[src/hw/decoderSettings.svh]
`ifndef DECODER_SETTINGS_SVH
`define DECODER_SETTINGS_SVH

// Instruction field widths
`define OPCODE_WIDTH 6
`define FUNCT_WIDTH 6
`define REG_ADDR_WIDTH 5

`define ALUOP_WIDTH 6

// Register written by jal
`define LINK_REG 31

`endif
[src/hw/decoderPkg.sv]
`include "decoderSettings.svh"

package decoderPkg;

	// Primary opcode field, bits 31:26
	typedef enum logic [`OPCODE_WIDTH-1:0] {
		opRType = 0,
		opRegImm = 1,
		opJ = 2,
		opJal = 3,
		opBeq = 4,
		opBne = 5,
		opBlez = 6,
		opBgtz = 7,
		opAddi = 8,
		opAddiu = 9,
		opSlti = 10,
		opSltiu = 11,
		opAndi = 12,
		opOri = 13,
		opXori = 14,
		opLui = 15,
		opLb = 32,
		opLh = 33,
		opLw = 35,
		opLbu = 36,
		opLhu = 37,
		opSb = 40,
		opSh = 41,
		opSw = 43
	} opcodeT;

	// Funct field of opcode 0
	typedef enum logic [`FUNCT_WIDTH-1:0] {
		fnSll = 0,
		fnSrl = 2,
		fnSra = 3,
		fnSllv = 4,
		fnSrlv = 6,
		fnSrav = 7,
		fnJr = 8,
		fnJalr = 9,
		fnSyscall = 12,
		fnAdd = 32,
		fnAddu = 33,
		fnSub = 34,
		fnSubu = 35,
		fnAnd = 36,
		fnOr = 37,
		fnXor = 38,
		fnNor = 39,
		fnSlt = 42,
		fnSltu = 43
	} functT;

	typedef enum logic [`ALUOP_WIDTH-1:0] {
		aluNop, aluAdd, aluAddu, aluSub, aluSubu,
		aluAnd, aluOr, aluXor, aluNor, aluSlt,
		aluSltu, aluSgt, aluSll, aluSllv, aluSra,
		aluSrav, aluSrl, aluSrlv, aluLui, aluJump
	} aluOpT;

	typedef enum logic [1:0] {srcANone, srcARs, srcAShamt, srcAPc} aluSrcAT;

	typedef enum logic [2:0] {
		srcBRt = 0,
		srcBSignImm = 2,
		srcBZeroImm = 4,
		srcBZero = 5,
		srcBJumpTarget = 6
	} aluSrcBT;

	typedef enum logic [1:0] {dstRt, dstRd, dstLink} regDstT;

	// Write-back source
	typedef enum logic [1:0] {wbAlu, wbMem, wbPcLink} memToRegT;

	typedef enum logic [1:0] {chgSequence, chgBranch, chgJump} changeTypeT;

	typedef enum logic [2:0] {ldNone, ldByte, ldByteU, ldHalf, ldHalfU, ldWord} loadTypeT;

	typedef enum logic [1:0] {stNone, stByte, stHalf, stWord} storeTypeT;

endpackage

[src/hw/controlUnit.sv]
`timescale 1ns/1ps
`include "decoderSettings.svh"

module controlUnit import decoderPkg::*;
(
	input logic clk,
	input logic reset,
	input logic instrValid,
	input opcodeT opcode,
	input functT funct,
	input logic [`REG_ADDR_WIDTH-1:0] rt,
	output logic ctrlValid, regWrite, memRead, memWrite, reverse, syscall, reservedInstr,
	output regDstT regDst,
	output aluSrcAT aluSrcA,
	output aluSrcBT aluSrcB,
	output aluOpT aluOp,
	output changeTypeT changeType,
	output memToRegT memToReg,
	output loadTypeT loadType,
	output storeTypeT storeType
);

	logic rtHit, rtIllegal, rtRegWrite, rtSyscall;
	logic imHit, imRegWrite, imMemRead, imMemWrite;
	logic flHit, flIllegal, flRegWrite, flReverse;
	regDstT rtRegDst, imRegDst, flRegDst;
	aluSrcAT rtAluSrcA, imAluSrcA, flAluSrcA;
	aluSrcBT rtAluSrcB, imAluSrcB, flAluSrcB;
	aluOpT rtAluOp, imAluOp, flAluOp;
	changeTypeT rtChangeType, flChangeType;
	memToRegT rtMemToReg, imMemToReg, flMemToReg;
	loadTypeT imLoadType;
	storeTypeT imStoreType;

	rTypeDecoder rTypeDec0 (
		.opcode(opcode), .funct(funct), .hit(rtHit), .illegal(rtIllegal),
		.regWrite(rtRegWrite), .syscall(rtSyscall), .regDst(rtRegDst),
		.aluSrcA(rtAluSrcA), .aluSrcB(rtAluSrcB), .aluOp(rtAluOp),
		.changeType(rtChangeType), .memToReg(rtMemToReg)
	);

	immMemDecoder immMemDec0 (
		.opcode(opcode), .hit(imHit), .regWrite(imRegWrite), .memRead(imMemRead),
		.memWrite(imMemWrite), .regDst(imRegDst), .aluSrcA(imAluSrcA),
		.aluSrcB(imAluSrcB), .aluOp(imAluOp), .memToReg(imMemToReg),
		.loadType(imLoadType), .storeType(imStoreType)
	);

	flowDecoder flowDec0 (
		.opcode(opcode), .rt(rt), .hit(flHit), .illegal(flIllegal),
		.regWrite(flRegWrite), .reverse(flReverse), .regDst(flRegDst),
		.aluSrcA(flAluSrcA), .aluSrcB(flAluSrcB), .aluOp(flAluOp),
		.changeType(flChangeType), .memToReg(flMemToReg)
	);

	controlRegister ctrlReg0 (
		.clk(clk), .reset(reset), .instrValid(instrValid),
		.rtHit(rtHit), .rtIllegal(rtIllegal), .rtRegWrite(rtRegWrite), .rtSyscall(rtSyscall),
		.rtRegDst(rtRegDst), .rtAluSrcA(rtAluSrcA), .rtAluSrcB(rtAluSrcB), .rtAluOp(rtAluOp),
		.rtChangeType(rtChangeType), .rtMemToReg(rtMemToReg),
		.imHit(imHit), .imRegWrite(imRegWrite), .imMemRead(imMemRead), .imMemWrite(imMemWrite),
		.imRegDst(imRegDst), .imAluSrcA(imAluSrcA), .imAluSrcB(imAluSrcB), .imAluOp(imAluOp),
		.imMemToReg(imMemToReg), .imLoadType(imLoadType), .imStoreType(imStoreType),
		.flHit(flHit), .flIllegal(flIllegal), .flRegWrite(flRegWrite), .flReverse(flReverse),
		.flRegDst(flRegDst), .flAluSrcA(flAluSrcA), .flAluSrcB(flAluSrcB), .flAluOp(flAluOp),
		.flChangeType(flChangeType), .flMemToReg(flMemToReg),
		.ctrlValid(ctrlValid), .regWrite(regWrite), .memRead(memRead), .memWrite(memWrite),
		.reverse(reverse), .syscall(syscall), .reservedInstr(reservedInstr),
		.regDst(regDst), .aluSrcA(aluSrcA), .aluSrcB(aluSrcB), .aluOp(aluOp),
		.changeType(changeType), .memToReg(memToReg), .loadType(loadType),
		.storeType(storeType)
	);

endmodule

[src/hw/controlRegister.sv]
`timescale 1ns/1ps

module controlRegister import decoderPkg::*;
(
	input logic clk,
	input logic reset,
	input logic instrValid,
	input logic rtHit, rtIllegal, rtRegWrite, rtSyscall,
	input regDstT rtRegDst,
	input aluSrcAT rtAluSrcA,
	input aluSrcBT rtAluSrcB,
	input aluOpT rtAluOp,
	input changeTypeT rtChangeType,
	input memToRegT rtMemToReg,
	input logic imHit, imRegWrite, imMemRead, imMemWrite,
	input regDstT imRegDst,
	input aluSrcAT imAluSrcA,
	input aluSrcBT imAluSrcB,
	input aluOpT imAluOp,
	input memToRegT imMemToReg,
	input loadTypeT imLoadType,
	input storeTypeT imStoreType,
	input logic flHit, flIllegal, flRegWrite, flReverse,
	input regDstT flRegDst,
	input aluSrcAT flAluSrcA,
	input aluSrcBT flAluSrcB,
	input aluOpT flAluOp,
	input changeTypeT flChangeType,
	input memToRegT flMemToReg,
	output logic ctrlValid, regWrite, memRead, memWrite, reverse, syscall, reservedInstr,
	output regDstT regDst,
	output aluSrcAT aluSrcA,
	output aluSrcBT aluSrcB,
	output aluOpT aluOp,
	output changeTypeT changeType,
	output memToRegT memToReg,
	output loadTypeT loadType,
	output storeTypeT storeType
);

	logic rtSel, imSel, flSel, noneSel;

	// A hitting decoder that flags the word illegal loses the selection
	assign rtSel = rtHit && !rtIllegal;
	assign imSel = imHit;
	assign flSel = flHit && !flIllegal;
	assign noneSel = !(rtSel || imSel || flSel);

	always_ff @(posedge clk or negedge reset)
	begin
		if (!reset)
		begin
			ctrlValid <= 1'b0;
			regWrite <= 1'b0;
			memRead <= 1'b0;
			memWrite <= 1'b0;
			reverse <= 1'b0;
			syscall <= 1'b0;
			reservedInstr <= 1'b0;
			regDst <= dstRt;
			aluSrcA <= srcANone;
			aluSrcB <= srcBRt;
			aluOp <= aluNop;
			changeType <= chgSequence;
			memToReg <= wbAlu;
			loadType <= ldNone;
			storeType <= stNone;
		end
		else
		begin
			ctrlValid <= instrValid;
			if (instrValid) // Fields hold between strobes
			begin
				regWrite <= (rtSel && rtRegWrite) || (imSel && imRegWrite) || (flSel && flRegWrite);
				memRead <= imSel && imMemRead;
				memWrite <= imSel && imMemWrite;
				reverse <= flSel && flReverse;
				syscall <= rtSel && rtSyscall;
				reservedInstr <= noneSel;
				regDst <= rtSel ? rtRegDst : imSel ? imRegDst : flSel ? flRegDst : dstRt;
				aluSrcA <= rtSel ? rtAluSrcA : imSel ? imAluSrcA : flSel ? flAluSrcA : srcANone;
				aluSrcB <= rtSel ? rtAluSrcB : imSel ? imAluSrcB : flSel ? flAluSrcB : srcBRt;
				aluOp <= rtSel ? rtAluOp : imSel ? imAluOp : flSel ? flAluOp : aluNop;
				changeType <= rtSel ? rtChangeType : flSel ? flChangeType : chgSequence;
				memToReg <= rtSel ? rtMemToReg : imSel ? imMemToReg : flSel ? flMemToReg : wbAlu;
				loadType <= imSel ? imLoadType : ldNone;
				storeType <= imSel ? imStoreType : stNone;
			end
		end
	end

	// Opcode classes of the three decoders never overlap
	oneHit: assert property (@(posedge clk) disable iff (!reset)
		instrValid |-> $onehot0({rtHit, imHit, flHit}))
		else $error("More than one decoder hit on the same opcode");

	noReadWrite: assert property (@(posedge clk) disable iff (!reset)
		ctrlValid |-> !(memRead && memWrite))
		else $error("memRead and memWrite both set");

	reservedQuiet: assert property (@(posedge clk) disable iff (!reset)
		ctrlValid && reservedInstr |-> !regWrite && !memWrite)
		else $error("Reserved instruction with a state write enabled");

endmodule

[src/hw/flowDecoder.sv]
`timescale 1ns/1ps
`include "decoderSettings.svh"

module flowDecoder import decoderPkg::*;
(
	input opcodeT opcode,
	input logic [`REG_ADDR_WIDTH-1:0] rt,
	output logic hit,
	output logic illegal,
	output logic regWrite,
	output logic reverse,
	output regDstT regDst,
	output aluSrcAT aluSrcA,
	output aluSrcBT aluSrcB,
	output aluOpT aluOp,
	output changeTypeT changeType,
	output memToRegT memToReg
);

	// regimm sub-codes carried in rt
	localparam logic [`REG_ADDR_WIDTH-1:0] rtBltz = 0;
	localparam logic [`REG_ADDR_WIDTH-1:0] rtBgez = 1;

	always_comb
	begin
		hit = 1'b1;
		illegal = 1'b0;
		regWrite = 1'b0;
		reverse = 1'b0;
		regDst = dstRt;
		aluSrcA = srcANone;
		aluSrcB = srcBRt;
		aluOp = aluNop;
		changeType = chgSequence;
		memToReg = wbAlu;
		case (opcode)
			opBeq, opBne:
			begin
				changeType = chgBranch;
				aluSrcA = srcARs;
				aluOp = aluSub; // Taken on zero difference
				reverse = (opcode == opBne);
			end
			opBgtz, opBlez:
			begin
				changeType = chgBranch;
				aluSrcA = srcARs;
				aluSrcB = srcBZero;
				aluOp = aluSgt;
				reverse = (opcode == opBgtz);
			end
			opRegImm:
			begin
				if ((rt == rtBltz) || (rt == rtBgez))
				begin
					changeType = chgBranch;
					aluSrcA = srcARs;
					aluSrcB = srcBZero;
					aluOp = aluSlt;
					reverse = (rt == rtBltz);
				end
				else
					illegal = 1'b1;
			end
			opJ, opJal:
			begin
				changeType = chgJump;
				aluSrcA = srcAPc;
				aluSrcB = srcBJumpTarget;
				aluOp = aluJump;
				if (opcode == opJal)
				begin
					regWrite = 1'b1;
					regDst = dstLink;
					memToReg = wbPcLink;
				end
			end
			default: hit = 1'b0;
		endcase
	end

endmodule

[src/hw/immMemDecoder.sv]
`timescale 1ns/1ps

module immMemDecoder import decoderPkg::*;
(
	input opcodeT opcode,
	output logic hit,
	output logic regWrite,
	output logic memRead,
	output logic memWrite,
	output regDstT regDst,
	output aluSrcAT aluSrcA,
	output aluSrcBT aluSrcB,
	output aluOpT aluOp,
	output memToRegT memToReg,
	output loadTypeT loadType,
	output storeTypeT storeType
);

	always_comb
	begin
		hit = 1'b1;
		regWrite = 1'b0;
		memRead = 1'b0;
		memWrite = 1'b0;
		regDst = dstRt;
		aluSrcA = srcARs;
		aluSrcB = srcBSignImm;
		aluOp = aluAdd; // Address add for loads and stores
		memToReg = wbAlu;
		case (opcode)
			opAddi: regWrite = 1'b1;
			opAddiu:
			begin
				regWrite = 1'b1;
				aluOp = aluAddu;
			end
			opSlti:
			begin
				regWrite = 1'b1;
				aluOp = aluSlt;
			end
			opAndi, opOri, opXori, opSltiu:
			begin
				regWrite = 1'b1;
				aluSrcB = srcBZeroImm; // Logical ops zero-extend
			end
			opLui:
			begin
				regWrite = 1'b1;
				aluSrcA = srcANone;
				aluSrcB = srcBZeroImm;
				aluOp = aluLui;
			end
			opLb, opLbu, opLh, opLhu, opLw:
			begin
				regWrite = 1'b1;
				memRead = 1'b1;
				memToReg = wbMem;
			end
			opSb, opSh, opSw: memWrite = 1'b1;
			default:
			begin
				hit = 1'b0;
				aluSrcA = srcANone;
				aluSrcB = srcBRt;
				aluOp = aluNop;
			end
		endcase
		case (opcode)
			opAndi: aluOp = aluAnd;
			opOri: aluOp = aluOr;
			opXori: aluOp = aluXor;
			opSltiu: aluOp = aluSltu;
			default: ;
		endcase
	end

	always_comb
	begin
		case (opcode)
			opLb: loadType = ldByte;
			opLbu: loadType = ldByteU;
			opLh: loadType = ldHalf;
			opLhu: loadType = ldHalfU;
			opLw: loadType = ldWord;
			default: loadType = ldNone;
		endcase
		case (opcode)
			opSb: storeType = stByte;
			opSh: storeType = stHalf;
			opSw: storeType = stWord;
			default: storeType = stNone;
		endcase
	end

endmodule

[src/hw/rTypeDecoder.sv]
`timescale 1ns/1ps

module rTypeDecoder import decoderPkg::*;
(
	input opcodeT opcode,
	input functT funct,
	output logic hit,
	output logic illegal,
	output logic regWrite,
	output logic syscall,
	output regDstT regDst,
	output aluSrcAT aluSrcA,
	output aluSrcBT aluSrcB,
	output aluOpT aluOp,
	output changeTypeT changeType,
	output memToRegT memToReg
);

	assign hit = (opcode == opRType);

	always_comb
	begin
		illegal = 1'b0;
		regWrite = 1'b0;
		syscall = 1'b0;
		regDst = dstRt;
		aluSrcA = srcANone;
		aluSrcB = srcBRt;
		changeType = chgSequence;
		memToReg = wbAlu;
		case (funct)
			fnSll, fnSra, fnSrl:
			begin
				regWrite = 1'b1;
				regDst = dstRd;
				aluSrcA = srcAShamt; // Shift amount from the instruction
			end
			fnSllv, fnSrav, fnSrlv, fnAdd, fnAddu, fnSub, fnSubu,
			fnAnd, fnOr, fnXor, fnNor, fnSlt, fnSltu:
			begin
				regWrite = 1'b1;
				regDst = dstRd;
				aluSrcA = srcARs;
			end
			fnJr, fnJalr:
			begin
				changeType = chgJump;
				aluSrcA = srcARs;
				aluSrcB = srcBZero; // Target is rs + 0
				if (funct == fnJalr)
				begin
					regWrite = 1'b1;
					regDst = dstRd;
					memToReg = wbPcLink;
				end
			end
			fnSyscall: syscall = 1'b1;
			default: illegal = 1'b1;
		endcase
	end

	always_comb
	begin
		case (funct)
			fnAdd, fnJr, fnJalr: aluOp = aluAdd;
			fnAddu: aluOp = aluAddu;
			fnSub: aluOp = aluSub;
			fnSubu: aluOp = aluSubu;
			fnAnd: aluOp = aluAnd;
			fnOr: aluOp = aluOr;
			fnXor: aluOp = aluXor;
			fnNor: aluOp = aluNor;
			fnSlt: aluOp = aluSlt;
			fnSltu: aluOp = aluSltu;
			fnSll: aluOp = aluSll;
			fnSllv: aluOp = aluSllv;
			fnSra: aluOp = aluSra;
			fnSrav: aluOp = aluSrav;
			fnSrl: aluOp = aluSrl;
			fnSrlv: aluOp = aluSrlv;
			default: aluOp = aluNop;
		endcase
	end

endmodule

[config.mk]
export PLATFORM = sky130hd
export DESIGN_NAME = controlUnit
export DESIGN_NICKNAME = d
export VERILOG_FILES = /design/src/hw/decoderPkg.sv /design/src/hw/controlUnit.sv /design/src/hw/controlRegister.sv /design/src/hw/flowDecoder.sv /design/src/hw/immMemDecoder.sv /design/src/hw/rTypeDecoder.sv
export VERILOG_INCLUDE_DIRS = /design/src /design/src/hw
export SDC_FILE = /design/constraint.sdc
export NUM_CORES = 1
export LEC_CHECK = 0
export ABC_CLOCK_PERIOD_IN_PS = 800
export BUFFER_PORTS_ARGS = -buffer_cell sky130_fd_sc_hd__buf_2
export CORE_MARGIN = 2
export CORE_UTILIZATION = 47
export CTS_BUF_LIST = sky130_fd_sc_hd__clkbuf_16
export CTS_CLUSTER_DIAMETER = 60
export CTS_CLUSTER_SIZE = 10
export DETAILED_ROUTE_END_ITERATION = 16
export PLACE_DENSITY_LB_ADDON = 0.1
export SLEW_MARGIN = 20
export SYNTH_ARGS = -nofsm -noshare
export SYNTH_HDL_FRONTEND = slang
export SYNTH_SLANG_ARGS = --single-unit
[constraint.sdc]
create_clock -name clk -period 0.8 [get_ports clk]
set_input_delay 0.16 -clock clk [delete_from_list [all_inputs] [get_ports clk]]
set_output_delay 0.16 -clock clk [all_outputs]
set_load 0.03 [all_outputs]
==> flow_metrics.env <==
export IMPL_combPwrFrac=0.329
export IMPL_reg2reg_depth=4
export IMPL_synth_seq_area_share=0.382
export IMPL_pre_cts_ws_ns=-0.770
export IMPL_track_usage=0.308
export IMPL_hp_class="input pin to flip-flop"
export IMPL_gp_congestion=0.948
export IMPL_path_max_fanout=4
export IMPL_cp_start_kind="input pin"
export IMPL_post_route_period_util=1.59
export IMPL_setup_slack_ns=-0.475
export IMPL_clkTransAtPathRegs_ns=0.07
export IMPL_postLayoutCoreUtil=0.904
export IMPL_die_y_um=66.5
export IMPL_fin_cells=379
export IMPL_timing_rr_end="ctrlReg0.aluSrcB[0]"
export IMPL_vias_per_cell=6.10
export IMPL_path_depth=5
export IMPL_failed_checks="setup timing"
export IMPL_use_met3=0.0389
export IMPL_regToRegStartpoint="ctrlReg0.aluSrcB[0]"
export IMPL_die_area_um2=4420
export IMPL_initial_core_util=0.494
export IMPL_regArea_um2=701
export IMPL_cts_inserted_buffers=3
export IMPL_clockPowerShare=0.329
export IMPL_worst_path_max_delay_cell="nor4_4"
export IMPL_hpwlAfterDp_um=3980
export IMPL_worstPathArrival_ns=1.44
export IMPL_critPathKind="input pin to flip-flop"
export IMPL_grt_busiest_layer="met2"
export IMPL_cts_buffer_depth=2
export IMPL_p_leak_nw=1.51
export IMPL_nNetsFinal=358
export IMPL_max_freq_mhz=784
export IMPL_finalSetupViolations=51
export IMPL_overflow=0
export IMPL_r2r_slack_ns=-0.21
export IMPL_synth_nets=246
export IMPL_startpoint="opcode[2]"
export IMPL_drv_slew=0
export IMPL_cts_tree="yes"
export IMPL_dr_pass1_iters=5
export IMPL_cp_endpoint="ctrlReg0.aluSrcB[0]"
export IMPL_grt_pass1_vias=2114
export IMPL_fin_worst_skew_ns=0
export IMPL_placed_cells=349
export IMPL_nFillCells=160
export IMPL_area_delta_synth_final_pct=83.1
export IMPL_multi_input_area_um2=1260
export IMPL_antenna_found_initial=0
export IMPL_syn_area_um2=1840
export IMPL_rsz0062_at_grt="true"
export IMPL_clk_latency_ns=0.26
export IMPL_fin_tns_setup_ns=-11.87
export IMPL_min_period_ns=1.27
export IMPL_vdd_drop_max_uv=873
export IMPL_ant_nets=0
export IMPL_status="finished, violations left"
export IMPL_synthCells=220
export IMPL_design_power_total_mw=4.57
export IMPL_synth_enable_flop_cells=0
export IMPL_cap_violations=0
export IMPL_wl_um=7420
export IMPL_max_stage_delay_ns=0.42
export IMPL_grtUsageMet1=0.374
export IMPL_grt_max_degree=26
export IMPL_diodes=0
export IMPL_synth_area_per_cell_um2=8.34
export IMPL_cts_sinks=28
export IMPL_synth_cell_type_count=53
export IMPL_synth_seq_cells=28
export IMPL_p_sw_mw=1.36
export IMPL_htree_levels=1
export IMPL_endpoint_kind="flip-flop"
export IMPL_num_vias=2312
export IMPL_crit_family="simple AND/OR/NAND/NOR gates"
export IMPL_die_w_um=66.5
export IMPL_route_detailed_drc=0
export IMPL_crit_chain="buf_8 -> nor4_4 -> nand2_2 -> o31a_1 -> a31oi_1"
export IMPL_avgRoutedWirePerCell_um=19.6
export IMPL_rows=22
export IMPL_cellPowerDensity_nw_per_um2=1360
export IMPL_seqPwrFrac=0.342
export IMPL_synthArstFlopShare=1.00
export IMPL_path_buf_inv=1
export IMPL_fp_coreArea_um2=3720
export IMPL_p_int_mw=3.21
export IMPL_port_buffers=47
export IMPL_final_hold_violation_count=0
export IMPL_ys_warn_count=0
export IMPL_place_area_um2=2540
export IMPL_holdWs_ns=0.204
export IMPL_cts_root_buffer="clkbuf_16"
export IMPL_met2_usage=0.534
export IMPL_num_io_pins=49
export IMPL_fin_area_um2=3360
export IMPL_synth_main_ff_cell="dfrtp_1"
export IMPL_initialDrtViolationCount=255
export IMPL_switching_share=0.298
export IMPL_layout_drive_gt1_share=0.535
export IMPL_critPathRequiredTime_ns=0.97
export IMPL_grt_pass1_wl_um=10200
[layer usage]
layer	wire (um)	share of wire
met1	2860	0.38
met2	3770	0.51
met3	477	0.064
met4	317	0.043
met5	0	0
[cell families after synthesis]
group | share of synthesized area
other | 0.00204
muxes | 0.0116
adders and majority gates | 0.0409
buffers and inverters | 0.0832
and+or+nand+nor | 0.226
DFF | 0.382
AOI/OAI and AO/OA | 0.245
xor gates and xnor gates | 0.00955
[power by group through the flow]
stage	registers, mW	clock network, mW	logic (mW)
global placement	1.56	0	1.05
CTS	1.56	1.51	1.34
detailed placement	1.56	0	1.07
finish	1.56	1.51	1.50
floorplan	1.73	0	0.462
global route	1.57	1.58	1.58
[registers in the layout, indices dropped and copies added, names as in the netlist]
name	flops
ctrlReg0.memRead	1
ctrlReg0.aluOp	5
ctrlReg0.aluSrcA	2
ctrlReg0.regWrite	1
ctrlReg0.ctrlValid	1
ctrlReg0.reservedInstr	1
ctrlReg0.regDst	2
ctrlReg0.syscall	1
ctrlReg0.aluSrcB	3
ctrlReg0.loadType	3
ctrlReg0.memToReg	2
ctrlReg0.changeType	2
ctrlReg0.reverse	1
ctrlReg0.storeType	2
ctrlReg0.memWrite	1
[worst min path at each step]
stage,depth (start not counted),end,startpoint
6_report,3,ctrlReg0.reverse,rt[0]
3_3_place_gp,1,ctrlReg0.regDst[0],reset
5_1_grt,3,ctrlReg0.reverse,rt[0]
2_1_floorplan,0,ctrlReg0.aluOp[0],reset
3_5_place_dp,1,ctrlReg0.regDst[0],reset
4_1_cts,3,ctrlReg0.reverse,rt[0]
[worst min-delay path, delay by kind of cell]
kind / cells / cell delay [ns]
AOI/OAI and AO/OA: 2 / 0.19
buffers and inverters: 1 / 0.08
[cells in the mapped netlist, types with 3 or more instances]
master    number  area, um2
clkbuf_1      12       45.0
dfrtp_1       28        701
nand3b_1       3       22.5
o21ai_0       16       80.1
nand4_1        3       18.8
nor2b_1        4       25.0
o21a_1         3       22.5
nand2_1       18       67.6
a31oi_1        5       31.3
o22ai_1        4       25.0
a21oi_1        8       40.0
nor2_1        20       75.1
a32oi_1        3       26.3
nor3_1         5       25.0
nand2b_1       4       25.0
nand3_1       13       65.1
a21o_1         3       22.5
ha_1           6       75.1
inv_1         16       60.1
buf_2          5       25.0
[area by class of cell]
cell class,instances,share of cell area
repair buffers,126,0.347
clock inverters,1,0.00894
inverters,17,0.0190
clock buffers,3,0.0223
multi-input cells,156,0.376
well taps,48,0.0179
flip-flops and latches,28,0.208
[timing repair]
| action | CTS | global route |
|---|---|---|
| pin swaps | 25 | 10 |
| endpoints found under the hold margin | 10 | 0 |
| buffers inserted | 15 | 11 |
| hold buffers | 1 | 0 |
| gates resized for setup | 111 | 27 |
| endpoints found under the setup margin | 54 | 55 |
[placed cells by master (no fill, tap or decap), types with 4 or more instances in the layout]
cell type / synthesis / layout
nand2_1: 18 / 15
nor2_1: 20 / 16
o21ai_1: 2 / 8
buf_12: 0 / 4
inv_1: 16 / 13
nand2_2: 2 / 4
buf_8: 0 / 6
nand3_1: 13 / 10
nand2b_1: 4 / 4
dfrtp_1: 28 / 28
o21ai_0: 16 / 6
o21ai_2: 0 / 4
inv_2: 1 / 4
buf_4: 1 / 64
a21oi_1: 8 / 7
buf_6: 1 / 40
buf_2: 5 / 11
a31oi_1: 5 / 4
(Power assumes the default switching activity.)
